### src/source/rv_id_defines.svh
`ifndef RV_ID_DEFINES_SVH
`define RV_ID_DEFINES_SVH

// Datapath and register index widths
`define RV_XLEN       32
`define RV_REG_AW     5

// Register and opcode fields of a 32-bit instruction
`define RV_RS1_MSB    19
`define RV_RS1_LSB    15
`define RV_RS2_MSB    24
`define RV_RS2_LSB    20
`define RV_RD_MSB     11
`define RV_RD_LSB     7
`define RV_OPC_MSB    6
`define RV_OPC_LSB    0

// RV32I base opcodes
`define RV_OPC_OP     7'b0110011
`define RV_OPC_OPIMM  7'b0010011
`define RV_OPC_LOAD   7'b0000011
`define RV_OPC_STORE  7'b0100011
`define RV_OPC_BRANCH 7'b1100011
`define RV_OPC_JAL    7'b1101111
`define RV_OPC_JALR   7'b1100111
`define RV_OPC_LUI    7'b0110111
`define RV_OPC_AUIPC  7'b0010111

`endif
### src/source/rv_id_pkg.sv
`include "rv_id_defines.svh"

package rv_id_pkg;

  // Data or address word
  typedef logic [`RV_XLEN-1:0]   word_t;
  // Register index
  typedef logic [`RV_REG_AW-1:0] reg_addr_t;

  // ALU operation, branch compares reuse SUB, SLT and SLTU
  typedef enum logic [3:0] {
    ALU_ADD  = 4'd0,
    ALU_SUB  = 4'd1,
    ALU_SLL  = 4'd2,
    ALU_SLT  = 4'd3,
    ALU_SLTU = 4'd4,
    ALU_XOR  = 4'd5,
    ALU_SRL  = 4'd6,
    ALU_SRA  = 4'd7,
    ALU_OR   = 4'd8,
    ALU_AND  = 4'd9
  } alu_op_e;

  typedef enum logic [1:0] {
    OP_A_REG  = 2'd0,
    OP_A_PC   = 2'd1,
    OP_A_ZERO = 2'd2
  } op_a_sel_e;

  typedef enum logic [1:0] {
    OP_B_REG = 2'd0,
    OP_B_IMM = 2'd1,
    OP_B_PC4 = 2'd2
  } op_b_sel_e;

  // Store data, PC relative target or JALR target
  typedef enum logic [1:0] {
    OP_C_RS2     = 2'd0,
    OP_C_PC_IMM  = 2'd1,
    OP_C_RS1_IMM = 2'd2
  } op_c_sel_e;

  typedef enum logic [1:0] {
    FWD_RF = 2'd0,
    FWD_EX = 2'd1,
    FWD_WB = 2'd2
  } fwd_sel_e;

  // Fetched word and its PC
  typedef struct packed {
    word_t instr;
    word_t pc;
  } if_id_t;

  // Register write, also a result in flight
  typedef struct packed {
    logic      we;
    reg_addr_t addr;
    word_t     data;
  } rf_wr_t;

  typedef struct packed {
    alu_op_e   alu_op;
    op_a_sel_e op_a_sel;
    op_b_sel_e op_b_sel;
    op_c_sel_e op_c_sel;
    word_t     imm;
    logic      rs1_used;
    logic      rs2_used;
    logic      rf_we;
    reg_addr_t rd;
    logic      mem_req;
    logic      mem_we;
    logic      [1:0] mem_size;
    logic      mem_unsigned;
    logic      is_branch;
    logic      is_jump;
    logic      illegal;
  } dec_ctrl_t;

  // Packet handed to EX
  typedef struct packed {
    alu_op_e   alu_op;
    word_t     op_a;
    word_t     op_b;
    word_t     op_c;
    reg_addr_t rd;
    logic      rf_we;
    logic      mem_req;
    logic      mem_we;
    logic      [1:0] mem_size;
    logic      mem_unsigned;
    logic      is_branch;
    logic      is_jump;
    logic      illegal;
    word_t     pc;
  } id_ex_t;

endpackage

### src/source/rv_id_stage.sv
`include "rv_id_defines.svh"

module rv_id_stage (
  input  logic              clk,
  input  logic              rst_n,
  input  logic              if_valid_i,
  input  rv_id_pkg::if_id_t if_i,
  output logic              if_ready_o,
  input  rv_id_pkg::rf_wr_t ex_fwd_i,
  input  rv_id_pkg::rf_wr_t wb_i,
  output logic              ex_valid_o,
  output rv_id_pkg::id_ex_t ex_o,
  input  logic              ex_ready_i
);

  rv_id_pkg::reg_addr_t rs1;
  rv_id_pkg::reg_addr_t rs2;
  rv_id_pkg::dec_ctrl_t ctrl;
  rv_id_pkg::word_t     rf_a;
  rv_id_pkg::word_t     rf_b;
  rv_id_pkg::fwd_sel_e  fwd_a;
  rv_id_pkg::fwd_sel_e  fwd_b;
  logic                 stall;
  logic                 ex_is_load;
  rv_id_pkg::word_t     op_a;
  rv_id_pkg::word_t     op_b;
  rv_id_pkg::word_t     op_c;
  rv_id_pkg::id_ex_t    pkt;

  assign rs1 = if_i.instr[`RV_RS1_MSB:`RV_RS1_LSB];
  assign rs2 = if_i.instr[`RV_RS2_MSB:`RV_RS2_LSB];

  // Load still sitting in ID/EX
  assign ex_is_load = ex_o.mem_req && !ex_o.mem_we;

  rv_decoder decoder0 (
    .instr_i (if_i.instr),
    .ctrl_o  (ctrl)
  );

  rv_regfile regfile0 (
    .clk       (clk),
    .rst_n     (rst_n),
    .raddr_a_i (rs1),
    .raddr_b_i (rs2),
    .rdata_a_o (rf_a),
    .rdata_b_o (rf_b),
    .wr_i      (wb_i)
  );

  rv_hazard_unit hazard0 (
    .rs1_i        (rs1),
    .rs2_i        (rs2),
    .ctrl_i       (ctrl),
    .ex_fwd_i     (ex_fwd_i),
    .wb_i         (wb_i),
    .ex_valid_i   (ex_valid_o),
    .ex_load_rd_i (ex_o.rd),
    .ex_is_load_i (ex_is_load),
    .fwd_a_o      (fwd_a),
    .fwd_b_o      (fwd_b),
    .stall_o      (stall)
  );

  rv_operand_mux opmux0 (
    .pc_i      (if_i.pc),
    .ctrl_i    (ctrl),
    .rf_a_i    (rf_a),
    .rf_b_i    (rf_b),
    .ex_data_i (ex_fwd_i.data),
    .wb_data_i (wb_i.data),
    .fwd_a_i   (fwd_a),
    .fwd_b_i   (fwd_b),
    .op_a_o    (op_a),
    .op_b_o    (op_b),
    .op_c_o    (op_c)
  );

  ////////////////////////////////////////////////////////////
  // Packet to EX
  ////////////////////////////////////////////////////////////
  always_comb begin
    pkt.alu_op       = ctrl.alu_op;
    pkt.op_a         = op_a;
    pkt.op_b         = op_b;
    pkt.op_c         = op_c;
    pkt.rd           = ctrl.rd;
    pkt.rf_we        = ctrl.rf_we;
    pkt.mem_req      = ctrl.mem_req;
    pkt.mem_we       = ctrl.mem_we;
    pkt.mem_size     = ctrl.mem_size;
    pkt.mem_unsigned = ctrl.mem_unsigned;
    pkt.is_branch    = ctrl.is_branch;
    pkt.is_jump      = ctrl.is_jump;
    pkt.illegal      = ctrl.illegal;
    pkt.pc           = if_i.pc;
  end

  // Upstream ready comes straight from the pipeline register
  rv_id_ex_reg idex0 (
    .clk         (clk),
    .rst_n       (rst_n),
    .in_valid_i  (if_valid_i),
    .in_ready_o  (if_ready_o),
    .stall_i     (stall),
    .pkt_i       (pkt),
    .out_valid_o (ex_valid_o),
    .out_ready_i (ex_ready_i),
    .pkt_o       (ex_o)
  );

endmodule

### src/source/rv_id_ex_reg.sv
module rv_id_ex_reg (
  input  logic              clk,
  input  logic              rst_n,
  input  logic              in_valid_i,
  output logic              in_ready_o,
  input  logic              stall_i,
  input  rv_id_pkg::id_ex_t pkt_i,
  output logic              out_valid_o,
  input  logic              out_ready_i,
  output rv_id_pkg::id_ex_t pkt_o
);

  logic load;

  // Free slot, or the held packet leaves this cycle
  assign in_ready_o = !stall_i && (!out_valid_o || out_ready_i);
  assign load       = in_valid_i && in_ready_o;

  always_ff @(posedge clk or negedge rst_n) begin
    if (!rst_n) begin
      out_valid_o <= 1'b0;
    end else if (load) begin
      out_valid_o <= 1'b1;
    end else if (out_ready_i) begin
      // Drained with nothing behind it
      out_valid_o <= 1'b0;
    end
  end

  // Packet held stable until EX takes it
  always_ff @(posedge clk or negedge rst_n) begin
    if (!rst_n) begin
      pkt_o <= '0;
    end else if (load) begin
      pkt_o <= pkt_i;
    end
  end

endmodule

### src/source/rv_operand_mux.sv
module rv_operand_mux (
  input  rv_id_pkg::word_t     pc_i,
  input  rv_id_pkg::dec_ctrl_t ctrl_i,
  input  rv_id_pkg::word_t     rf_a_i,
  input  rv_id_pkg::word_t     rf_b_i,
  input  rv_id_pkg::word_t     ex_data_i,
  input  rv_id_pkg::word_t     wb_data_i,
  input  rv_id_pkg::fwd_sel_e  fwd_a_i,
  input  rv_id_pkg::fwd_sel_e  fwd_b_i,
  output rv_id_pkg::word_t     op_a_o,
  output rv_id_pkg::word_t     op_b_o,
  output rv_id_pkg::word_t     op_c_o
);

  rv_id_pkg::word_t rs1_val;
  rv_id_pkg::word_t rs2_val;
  rv_id_pkg::word_t jalr_sum;

  function automatic rv_id_pkg::word_t fwd_pick(
    input rv_id_pkg::fwd_sel_e sel,
    input rv_id_pkg::word_t    rf,
    input rv_id_pkg::word_t    ex,
    input rv_id_pkg::word_t    wb
  );
    rv_id_pkg::word_t val;
    case (sel)
      rv_id_pkg::FWD_EX: val = ex;
      rv_id_pkg::FWD_WB: val = wb;
      default:           val = rf;
    endcase
    return val;
  endfunction

  ////////////////////////////////////////////////////////////
  // Forwarded sources
  ////////////////////////////////////////////////////////////
  assign rs1_val = fwd_pick(fwd_a_i, rf_a_i, ex_data_i, wb_data_i);
  assign rs2_val = fwd_pick(fwd_b_i, rf_b_i, ex_data_i, wb_data_i);

  // JALR target before LSB clear
  assign jalr_sum = rs1_val + ctrl_i.imm;

  always_comb begin
    case (ctrl_i.op_a_sel)
      rv_id_pkg::OP_A_PC:   op_a_o = pc_i;
      rv_id_pkg::OP_A_ZERO: op_a_o = '0;
      default:              op_a_o = rs1_val;
    endcase
  end

  always_comb begin
    case (ctrl_i.op_b_sel)
      rv_id_pkg::OP_B_IMM: op_b_o = ctrl_i.imm;
      // Link offset
      rv_id_pkg::OP_B_PC4: op_b_o = rv_id_pkg::word_t'(4);
      default:             op_b_o = rs2_val;
    endcase
  end

  always_comb begin
    case (ctrl_i.op_c_sel)
      rv_id_pkg::OP_C_PC_IMM:  op_c_o = pc_i + ctrl_i.imm;
      rv_id_pkg::OP_C_RS1_IMM: op_c_o = {jalr_sum[$bits(jalr_sum)-1:1], 1'b0};
      default:                 op_c_o = rs2_val;
    endcase
  end

endmodule

### src/source/rv_hazard_unit.sv
module rv_hazard_unit (
  input  rv_id_pkg::reg_addr_t rs1_i,
  input  rv_id_pkg::reg_addr_t rs2_i,
  input  rv_id_pkg::dec_ctrl_t ctrl_i,
  input  rv_id_pkg::rf_wr_t    ex_fwd_i,
  input  rv_id_pkg::rf_wr_t    wb_i,
  input  logic                 ex_valid_i,
  input  rv_id_pkg::reg_addr_t ex_load_rd_i,
  input  logic                 ex_is_load_i,
  output rv_id_pkg::fwd_sel_e  fwd_a_o,
  output rv_id_pkg::fwd_sel_e  fwd_b_o,
  output logic                 stall_o
);

  logic load_hit_a;
  logic load_hit_b;

  // EX wins over WB, x0 and unused operands stay on the RF (reads zero)
  function automatic rv_id_pkg::fwd_sel_e pick_src(
    input rv_id_pkg::reg_addr_t rs,
    input logic                 used,
    input rv_id_pkg::rf_wr_t    ex,
    input rv_id_pkg::rf_wr_t    wb
  );
    rv_id_pkg::fwd_sel_e sel;
    sel = rv_id_pkg::FWD_RF;
    if (used && (rs != '0)) begin
      if (ex.we && (ex.addr == rs)) begin
        sel = rv_id_pkg::FWD_EX;
      end else if (wb.we && (wb.addr == rs)) begin
        sel = rv_id_pkg::FWD_WB;
      end
    end
    return sel;
  endfunction

  assign fwd_a_o = pick_src(rs1_i, ctrl_i.rs1_used, ex_fwd_i, wb_i);
  assign fwd_b_o = pick_src(rs2_i, ctrl_i.rs2_used, ex_fwd_i, wb_i);

  ////////////////////////////////////////////////////////////
  // Load-use detection
  ////////////////////////////////////////////////////////////
  // Load data only shows up on wb_i after the load leaves ID/EX
  assign load_hit_a = ctrl_i.rs1_used && (rs1_i == ex_load_rd_i);
  assign load_hit_b = ctrl_i.rs2_used && (rs2_i == ex_load_rd_i);

  assign stall_o = ex_valid_i && ex_is_load_i && (ex_load_rd_i != '0) &&
                   (load_hit_a || load_hit_b);

endmodule

### src/source/rv_regfile.sv
`include "rv_id_defines.svh"

module rv_regfile (
  input  logic                 clk,
  input  logic                 rst_n,
  input  rv_id_pkg::reg_addr_t raddr_a_i,
  input  rv_id_pkg::reg_addr_t raddr_b_i,
  output rv_id_pkg::word_t     rdata_a_o,
  output rv_id_pkg::word_t     rdata_b_o,
  input  rv_id_pkg::rf_wr_t    wr_i
);

  localparam int unsigned NUM_REGS = 1 << `RV_REG_AW;

  // x0 has no storage
  rv_id_pkg::word_t regs [1:NUM_REGS-1];

  always_ff @(posedge clk or negedge rst_n) begin
    if (!rst_n) begin
      for (int i = 1; i < NUM_REGS; i++) begin
        regs[i] <= '0;
      end
    end else if (wr_i.we && (wr_i.addr != '0)) begin
      regs[wr_i.addr] <= wr_i.data;
    end
  end

  // Asynchronous reads, no same-cycle write bypass
  assign rdata_a_o = (raddr_a_i == '0) ? '0 : regs[raddr_a_i];
  assign rdata_b_o = (raddr_b_i == '0) ? '0 : regs[raddr_b_i];

endmodule

### src/source/rv_decoder.sv
`include "rv_id_defines.svh"

module rv_decoder (
  input  rv_id_pkg::word_t     instr_i,
  output rv_id_pkg::dec_ctrl_t ctrl_o
);

  logic [6:0]       opcode;
  logic [2:0]       funct3;
  logic             funct7_alt;
  rv_id_pkg::word_t imm_i;
  rv_id_pkg::word_t imm_s;
  rv_id_pkg::word_t imm_b;
  rv_id_pkg::word_t imm_u;
  rv_id_pkg::word_t imm_j;

  // funct3 to ALU op, alt picks SUB or SRA
  function automatic rv_id_pkg::alu_op_e alu_from_f3(input logic [2:0] f3, input logic alt);
    rv_id_pkg::alu_op_e op;
    case (f3)
      3'b000:  op = alt ? rv_id_pkg::ALU_SUB : rv_id_pkg::ALU_ADD;
      3'b001:  op = rv_id_pkg::ALU_SLL;
      3'b010:  op = rv_id_pkg::ALU_SLT;
      3'b011:  op = rv_id_pkg::ALU_SLTU;
      3'b100:  op = rv_id_pkg::ALU_XOR;
      3'b101:  op = alt ? rv_id_pkg::ALU_SRA : rv_id_pkg::ALU_SRL;
      3'b110:  op = rv_id_pkg::ALU_OR;
      default: op = rv_id_pkg::ALU_AND;
    endcase
    return op;
  endfunction

  assign opcode     = instr_i[`RV_OPC_MSB:`RV_OPC_LSB];
  assign funct3     = instr_i[14:12];
  assign funct7_alt = instr_i[30];

  ////////////////////////////////////////////////////////////
  // Sign extended immediates
  ////////////////////////////////////////////////////////////
  assign imm_i = {{20{instr_i[31]}}, instr_i[31:20]};
  assign imm_s = {{20{instr_i[31]}}, instr_i[31:25], instr_i[11:7]};
  assign imm_b = {{19{instr_i[31]}}, instr_i[31], instr_i[7], instr_i[30:25],
                  instr_i[11:8], 1'b0};
  assign imm_u = {instr_i[31:12], 12'b0};
  assign imm_j = {{11{instr_i[31]}}, instr_i[31], instr_i[19:12], instr_i[20],
                  instr_i[30:21], 1'b0};

  ////////////////////////////////////////////////////////////
  // Control decode
  ////////////////////////////////////////////////////////////
  always_comb begin
    // Defaults: reg + I-imm ADD, nothing written
    ctrl_o          = '0;
    ctrl_o.alu_op   = rv_id_pkg::ALU_ADD;
    ctrl_o.op_a_sel = rv_id_pkg::OP_A_REG;
    ctrl_o.op_b_sel = rv_id_pkg::OP_B_IMM;
    ctrl_o.op_c_sel = rv_id_pkg::OP_C_RS2;
    ctrl_o.imm      = imm_i;
    ctrl_o.rd       = instr_i[`RV_RD_MSB:`RV_RD_LSB];
    case (opcode)
      `RV_OPC_OP: begin
        ctrl_o.alu_op   = alu_from_f3(funct3, funct7_alt);
        ctrl_o.op_b_sel = rv_id_pkg::OP_B_REG;
        ctrl_o.rs1_used = 1'b1;
        ctrl_o.rs2_used = 1'b1;
        ctrl_o.rf_we    = 1'b1;
      end
      `RV_OPC_OPIMM: begin
        // Only SRAI uses bit 30, ADDI has no subtract
        ctrl_o.alu_op   = alu_from_f3(funct3, funct7_alt && (funct3 == 3'b101));
        ctrl_o.rs1_used = 1'b1;
        ctrl_o.rf_we    = 1'b1;
      end
      `RV_OPC_LOAD: begin
        ctrl_o.rs1_used     = 1'b1;
        ctrl_o.rf_we        = 1'b1;
        ctrl_o.mem_req      = 1'b1;
        ctrl_o.mem_size     = funct3[1:0];
        ctrl_o.mem_unsigned = funct3[2];
      end
      `RV_OPC_STORE: begin
        // Address from ALU, data on operand C
        ctrl_o.imm      = imm_s;
        ctrl_o.rs1_used = 1'b1;
        ctrl_o.rs2_used = 1'b1;
        ctrl_o.mem_req  = 1'b1;
        ctrl_o.mem_we   = 1'b1;
        ctrl_o.mem_size = funct3[1:0];
      end
      `RV_OPC_BRANCH: begin
        // BEQ/BNE subtract, BLT/BGE signed, BLTU/BGEU unsigned
        case (funct3[2:1])
          2'b10:   ctrl_o.alu_op = rv_id_pkg::ALU_SLT;
          2'b11:   ctrl_o.alu_op = rv_id_pkg::ALU_SLTU;
          default: ctrl_o.alu_op = rv_id_pkg::ALU_SUB;
        endcase
        ctrl_o.op_b_sel  = rv_id_pkg::OP_B_REG;
        ctrl_o.op_c_sel  = rv_id_pkg::OP_C_PC_IMM;
        ctrl_o.imm       = imm_b;
        ctrl_o.rs1_used  = 1'b1;
        ctrl_o.rs2_used  = 1'b1;
        ctrl_o.is_branch = 1'b1;
      end
      `RV_OPC_JAL: begin
        // Link value PC + 4 through the ALU
        ctrl_o.op_a_sel = rv_id_pkg::OP_A_PC;
        ctrl_o.op_b_sel = rv_id_pkg::OP_B_PC4;
        ctrl_o.op_c_sel = rv_id_pkg::OP_C_PC_IMM;
        ctrl_o.imm      = imm_j;
        ctrl_o.rf_we    = 1'b1;
        ctrl_o.is_jump  = 1'b1;
      end
      `RV_OPC_JALR: begin
        ctrl_o.op_a_sel = rv_id_pkg::OP_A_PC;
        ctrl_o.op_b_sel = rv_id_pkg::OP_B_PC4;
        ctrl_o.op_c_sel = rv_id_pkg::OP_C_RS1_IMM;
        ctrl_o.rs1_used = 1'b1;
        ctrl_o.rf_we    = 1'b1;
        ctrl_o.is_jump  = 1'b1;
      end
      `RV_OPC_LUI: begin
        ctrl_o.op_a_sel = rv_id_pkg::OP_A_ZERO;
        ctrl_o.imm      = imm_u;
        ctrl_o.rf_we    = 1'b1;
      end
      `RV_OPC_AUIPC: begin
        ctrl_o.op_a_sel = rv_id_pkg::OP_A_PC;
        ctrl_o.imm      = imm_u;
        ctrl_o.rf_we    = 1'b1;
      end
      default: begin
        // Unknown opcode, no side effects downstream
        ctrl_o.illegal = 1'b1;
      end
    endcase
  end

endmodule

### config.mk
export PLATFORM = sky130hd
export DESIGN_NAME = rv_id_stage
export DESIGN_NICKNAME = d
export VERILOG_FILES = /design/src/source/rv_id_pkg.sv /design/src/source/rv_id_stage.sv /design/src/source/rv_id_ex_reg.sv /design/src/source/rv_operand_mux.sv /design/src/source/rv_hazard_unit.sv /design/src/source/rv_regfile.sv /design/src/source/rv_decoder.sv
export VERILOG_INCLUDE_DIRS = /design/src /design/src/source
export SDC_FILE = /design/constraint.sdc
export NUM_CORES = 2
export LEC_CHECK = 0
export BUFFER_PORTS_ARGS = -buffer_cell sky130_fd_sc_hd__buf_4
export CAP_MARGIN = 30
export CORE_MARGIN = 2
export CORE_UTILIZATION = 35
export DETAILED_ROUTE_END_ITERATION = 7
export HOLD_SLACK_MARGIN = 0.1
export REMOVE_ABC_BUFFERS = 1
export SYNTH_ARGS = -nofsm -noshare
export SYNTH_HDL_FRONTEND = slang
export SYNTH_SLANG_ARGS = --single-unit
export TNS_END_PERCENT = 50
### constraint.sdc
create_clock -name clk -period 9.8 [get_ports clk]
set_input_delay 1.47 -clock clk [delete_from_list [all_inputs] [get_ports clk]]
set_output_delay 1.47 -clock clk [all_outputs]
set_load 0.005 [all_outputs]
=== Yosys cells after proc, flatten, opt, wreduce, memory -nomap -nowiden ===
Index checks and enable logic that the tools add are counted.
Widths: inputs -> output; s select.

* Eq/ne operators: 33
* Add/subtract/negate cells: 2
* Multiplexer cells: 46
* Order comparisons: 4
* Bitwise operators: 3
* Reductions and logical operators: 40

{| class="wikitable"
|+ Operators by type and width
! operator !! count
|-
| $bwmux 992 || 1
|-
| $bmux 32 s5 || 2
|-
| $pmux 32 s2 || 5
|-
| $mux 32 || 7
|-
| $demux 32 s5 || 1
|-
| $pmux 31 s4 || 1
|-
| $add 32x32->32 || 2
|-
| $pmux 4 s7 || 2
|-
| $eq 5x5->1 || 6
|-
| $eq 7x6->1 const B || 3
|-
| $eq 7x7->1 const B || 3
|-
| $reduce_bool 5->1 || 4
|-
| $ge 6x6->1 const B || 3
|-
| $not 5->6 || 3
|-
| $logic_and 1x1->1 || 17
|-
| $mux 1 || 15
|-
| $eq 2x2->1 const B || 7
|-
| $eq 7x5->1 const B || 2
|-
| $mux 2 || 7
|-
| $pmux 2 s2 || 3
|-
| $pmux 4 s3 || 1
|-
| $eq 2x1->1 const B || 5
|-
| $logic_not 5->1 || 2
|-
| $reduce_or 2->1 || 5
|-
| 14 further kinds || 21
|}

* Bits in registers: 1139
* Input port bits: 144
* Word-level logic and storage cells: 174
* Output and inout port bits: 148

=== Logic depth before layout (Yosys ltp) ===
* Word-level depth: 10
* Gate-level depth with buffers: 29
* Gate-level depth less buffers: 23

=== Hierarchy ===
Synthesis repeated with hierarchy kept, for this count alone.

* Cell total of the unflattened synthesis: 4960
* Area, all modules: 66667.7 µm²

{| class="wikitable"
|+ Modules (own cells, without submodules)
! module !! area each (µm²) !! instances !! cells an instance !! seq. area each (µm²)
|-
| rv_regfile || 53491.3 || 1 || 3612 || 24823.8
|-
| rv_id_ex_reg || 6208.5 || 1 || 314 || 3678.5
|-
| rv_operand_mux || 5716.7 || 1 || 856 || 0.0
|-
| rv_decoder || 832.0 || 1 || 124 || 0.0
|-
| rv_hazard_unit || 405.4 || 1 || 53 || 0.0
|-
| rv_id_stage || 13.8 || 1 || 1 || 0.0
|}

=== Least setup slack after synthesis ===
Ideal clock, no wire load.

* Path type: input to register
* Start: input if_i[48] (netlist bit)
* End: register idex0.pkt_o[72] (netlist bit)
* Library setup time: 0.121 ns
* Path slack: 2.503 ns
* Required time: 9.679 ns
* Path buffers: 9
* Data arrival time: 7.176 ns
* Stages on the path: 29
* Cells stage by stage: buf_6 buf_6 buf_2 buf_2 buf_2 buf_2 xor2_1 nor4_1 and3_1 or4_1 ha_1 clkbuf_1 nand2_1 clkbuf_1 buf_1 o22ai_1 inv_1 fa_1 nor2b_1 o31ai_2 a31oi_1 a41o_1 o31a_1 a311o_2 a21oi_4 o21ai_1 xnor2_1 o221ai_1 a22o_1

* Word-level cells in the longest chain between the ends: 9
* Elaborated cells on any way between the ends: 29
* Classes of those cells: add/sub (2); eq/ne (5); mux (10); bitwise (1); reduce/logical (11)

{| class="wikitable"
|+ RTL lines
! item !! RTL line !! RTL
|-
| start, declared || rv_id_stage.sv:7 || <nowiki>input rv_id_pkg::if_id_t if_i,</nowiki>
|-
| branches (longest 9 deep; another with $add 32x32->32) || - ||
|-
| end signal, assigned || rv_id_ex_reg.sv:35 || <nowiki>pkt_o <= pkt_i;</nowiki>
|-
| end, declared || rv_id_ex_reg.sv:10 || <nowiki>output rv_id_pkg::id_ex_t pkt_o</nowiki>
|}

Parallel ways; which one is timed is not known. The select of a mux whose other input is x is not followed.
A chain may end at the register's enable or synchronous reset.

=== Worst setup path after layout ===
* Start: input if_i[48] (netlist bit)
* End: register idex0.pkt_o[73] (netlist bit)

The elaborated chain is that of the path after synthesis.

==> results.yml <==
drt:
  remaining_drc_errors: 0
  drt-initial-drc-count: 4756
  ant_nets: 0
  routed_wl_um: 236000
  vias_per_cell: 6.06
  vias: 44500
  dr.pass1.iters: 6
  post_drt_wl_per_cell_um: 32.2
place:
  io_buffers: 291
  gp_congestion: 0.962
  dpl_cell_area_sq_um: 69200
  post-dp-hpwl_um: 158000
floorplanning:
  die_w_um: 433
  ios: 292
  initial_core_util_pct: 35.2
  coreArea_sq_um: 183000
  row_count: 157
  die_area_sq_um: 188000
  die-height_um: 433
global_routing:
  antenna_found_initial: 20
  grt_pass1_vias: 44400
  grt_util_all_layers_pct: 24.9
  overflow: 0
  grt_pass1_wl_um: 335000
  grt_start_max_net_pins: 158
final_layout:
  drive_gt1_share_pct: 45.6
  final_cell_area_sq_um: 73800
  fillers: 17100
  multi_input_area_sq_um: 34200
  syn_to_final_growth_pct: 14.4
  layout.nets: 4975
  final-seq-area_sq_um: 28500
pwr:
  p_int_mw: 10.6
  p_clk_share_pct: 34.3
  p_switching_mw: 4.44
  switching_share_pct: 29.4
  power.leakage_nw: 31.7
  seqPwrFrac_pct: 41.8
  vdd_drop_max_v: 0.000178
  combPwrFrac_pct: 23.9
  p_per_area_nw_per_um2: 204
yosys:
  synth_flop_cell: "dfrtp_1"
  syn_avg_cell_area_sq_um: 13.8
  syn_area_sq_um: 64500
  synthArstFlopShare_pct: 100
  yosys_register_bits: 1139
  yosysWarnings: 0
  synth_edf_count: 0
  synthDistinctLibCells: 95
  seq_area_frac_synth_pct: 44.2
  syn_inst: 4690
critical_path:
  required_ps: 10470
  rr_worst_depth: 14
  crit_type: "primary input to register"
  crit_path_start_kind: "primary input"
  end_kind: "register"
  path_max_fanout: 62
  crit_arrival_ps: 7830
clock_network:
  cts.clk_slew.worst_paths_ps: 50
  clock_sinks: 1139
  cts_setup_buffers: 0
  holdBufCountCts: 0
  cts_buffers: 134
  clockBufferDepth: 3
  clk_latency_ps: 800
  cts_root_buffer: "clkbuf_16"
  cts_tree: "done"
  cts.htree.levels: 4
  cts_resized: 0
timing:
  relSlewSlack_pct: 28.9
  min_period_ps: 7150
  finalSetupViolCount: 0
  rsz0062_at_grt: "no"
  min_period_over_period_pct: 73.0
  slew_violations: 0
  holdWs_ps: 476
  max_freq_mhz: 140
  tightest_slew_ps: 1060
  hold_violations: 0
  fin_worst_skew_ps: 31.3
  tns_ps: 0
min_path:
  min_path_cells: 2
  hold_path_class: "register to register"
job:
  cap_violations: 0
run_status:
  status: "finished, final reports clean"
==> Yosys cell counts, types with 7 or more instances <==
master        n  area share [%]
o22a_1        7           0.095
o2bb2ai_1    10            0.14
a31oi_1       9           0.087
a22o_1       45            0.61
o21a_1        7           0.081
nor2b_1      37            0.36
xor2_1       39            0.53
ha_1         68             1.3
o221ai_1     10            0.14
nand2_1     262             1.5
o21ai_1      62            0.48
buf_1        93            0.54
o32ai_1      11            0.15
nor2_1      118            0.69
o21bai_1     10            0.12
inv_1        33            0.19
o21ai_0      49            0.38
and3_1       14            0.14
buf_4         7           0.081
nand4_1      14            0.14
o32a_1       10            0.16
nand3_1      16            0.12
nor3_1       17            0.13
a221oi_1     15            0.20
clkbuf_1    279             1.6
mux4_2      562              20
mux2i_1      93             1.4
buf_2        78            0.61
a21o_1       48            0.56
a21oi_1     157             1.2
xnor2_1      43            0.58
mux2_2      980              17
dfrtp_1    1139              44
a22oi_1     113             1.3
nand2b_1     10           0.097
o22ai_1      40            0.39
mux2_1       63             1.1
or3_1         7           0.068
==> layout by cell type (no fill, tap or decap), types with 11 or more instances in the layout <==
cell       netlist  routed
a21o_1          48      48
a21oi_1        157     156
a221oi_1        15      15
a22o_1          45      45
a22oi_1        113     113
and3_1          14      14
buf_12           0      20
buf_4            7     363
clkbuf_1       279      28
clkbuf_16        0     136
clkbuf_8         0      26
clkinv_2         0      18
dfrtp_1       1139    1139
diode_2          0      11
ha_1            68      62
inv_1           33      33
mux2_1          63      63
mux2_2         980     980
mux2i_1         93      93
mux4_2         562     562
nand2_1        262     244
nand2_2          0      17
nand3_1         16      16
nand4_1         14      14
nor2_1         118     104
nor2_4           0      12
nor2b_1         37      35
nor3_1          17      17
o21ai_0         49      49
o21ai_1         62      62
o22ai_1         40      40
o32ai_1         11      11
xnor2_1         43      43
xor2_1          39      39
==> cell type report <==
cell class,count,area share [%]
diodes,11,0.0373
clock buffers,190,5.24
clock inverters,48,0.900
inverters,37,0.188
multi-input cells,3053,46.3
flip-flops and latches,1139,38.6
well taps,2464,4.18
repair buffers,396,4.56
==> routing by layer <==
layer / share of wire, % / wire [um] / up-vias / track usage (%)
met3: 7.0 / 16400 / 509 / 4.69
met5: 0.035 / 83 / - / 0
met2: 47 / 111000 / 1921 / 39.1
li1: - / - / 18200 / -
met4: 6.6 / 15600 / 12 / 15.4
met1: 39 / 92800 / 23800 / 32.0
==> final timing paths <==
path                                     from           endpoint  slack, ps
hold / removal                idex0.pkt_o[25]    idex0.pkt_o[25]        480
hold reg to reg               idex0.pkt_o[25]    idex0.pkt_o[25]        480
min in group asynchronous               rst_n  regfile0.regs[44]        670
max in group asynchronous               rst_n    idex0.pkt_o[78]       6840
setup reg to reg           regfile0.regs[104]    idex0.pkt_o[73]       4640
setup / recovery                     if_i[48]    idex0.pkt_o[73]       2650
==> stage by stage <==
step	utilization [%]	instances	setup slack [ps]	power, mW
3_3_place_gp	37.6	7074	2100	9.84
3_5_place_dp	37.8	7085	2100	9.94
2_1_floorplan	-	4229	1450	8.45
4_1_cts	40.3	7323	2950	15.1
6_report	40.3	7338	2650	15.1
5_1_grt	40.3	7334	2550	15.7
==> sequential cells by signal, summed over array words and instances, names as in the netlist <==
register,flops
idex0.out_valid_o,1
regfile0.regs,992
idex0.pkt_o,146
==> critical path, cell delays in order <==
cell and delay (ps):
buf_8 470, xor2_1 210, nor4_1 60, and3_1 260, or4_1 590, ha_2 360
nand2_2 540, o32ai_1 850, ha_1 400, a21oi_1 150, nor2b_1 80, o41ai_1 730
o211ai_1 280, a221oi_1 380, o41ai_2 160, o21ai_1 260, xnor2_1 90, a221oi_1 250
nor2_1 70
==> power by group through the flow <==
| stage | clock network, mW | registers, mW | logic (mW) |
|---|---|---|---|
| after floorplan | 0 | 6.11 | 2.34 |
| after global placement | 0 | 6.31 | 3.53 |
| after detailed placement | 0 | 6.36 | 3.58 |
| after CTS | 5.27 | 6.28 | 3.59 |
| after global routing | 5.44 | 6.41 | 3.82 |
| final | 5.17 | 6.31 | 3.60 |
==> logic make-up (layout without fill, tap and decap cells) <==
family                   Yosys count  after routing  share of synthesized area (%)
flip-flops                      1139           1139                           44.2
buffers and inverters            498            671                           3.14
adder cells (fa/ha/maj)           70             70                           1.38
AO/OA/AOI/OAI                    668            668                           7.16
multiplexers                    1699           1699                           39.3
XOR/XNOR                          82             82                           1.11
other                              0             11                              0
AND/OR/NAND/NOR                  534            534                           3.73
(Power assumes the default switching activity.)
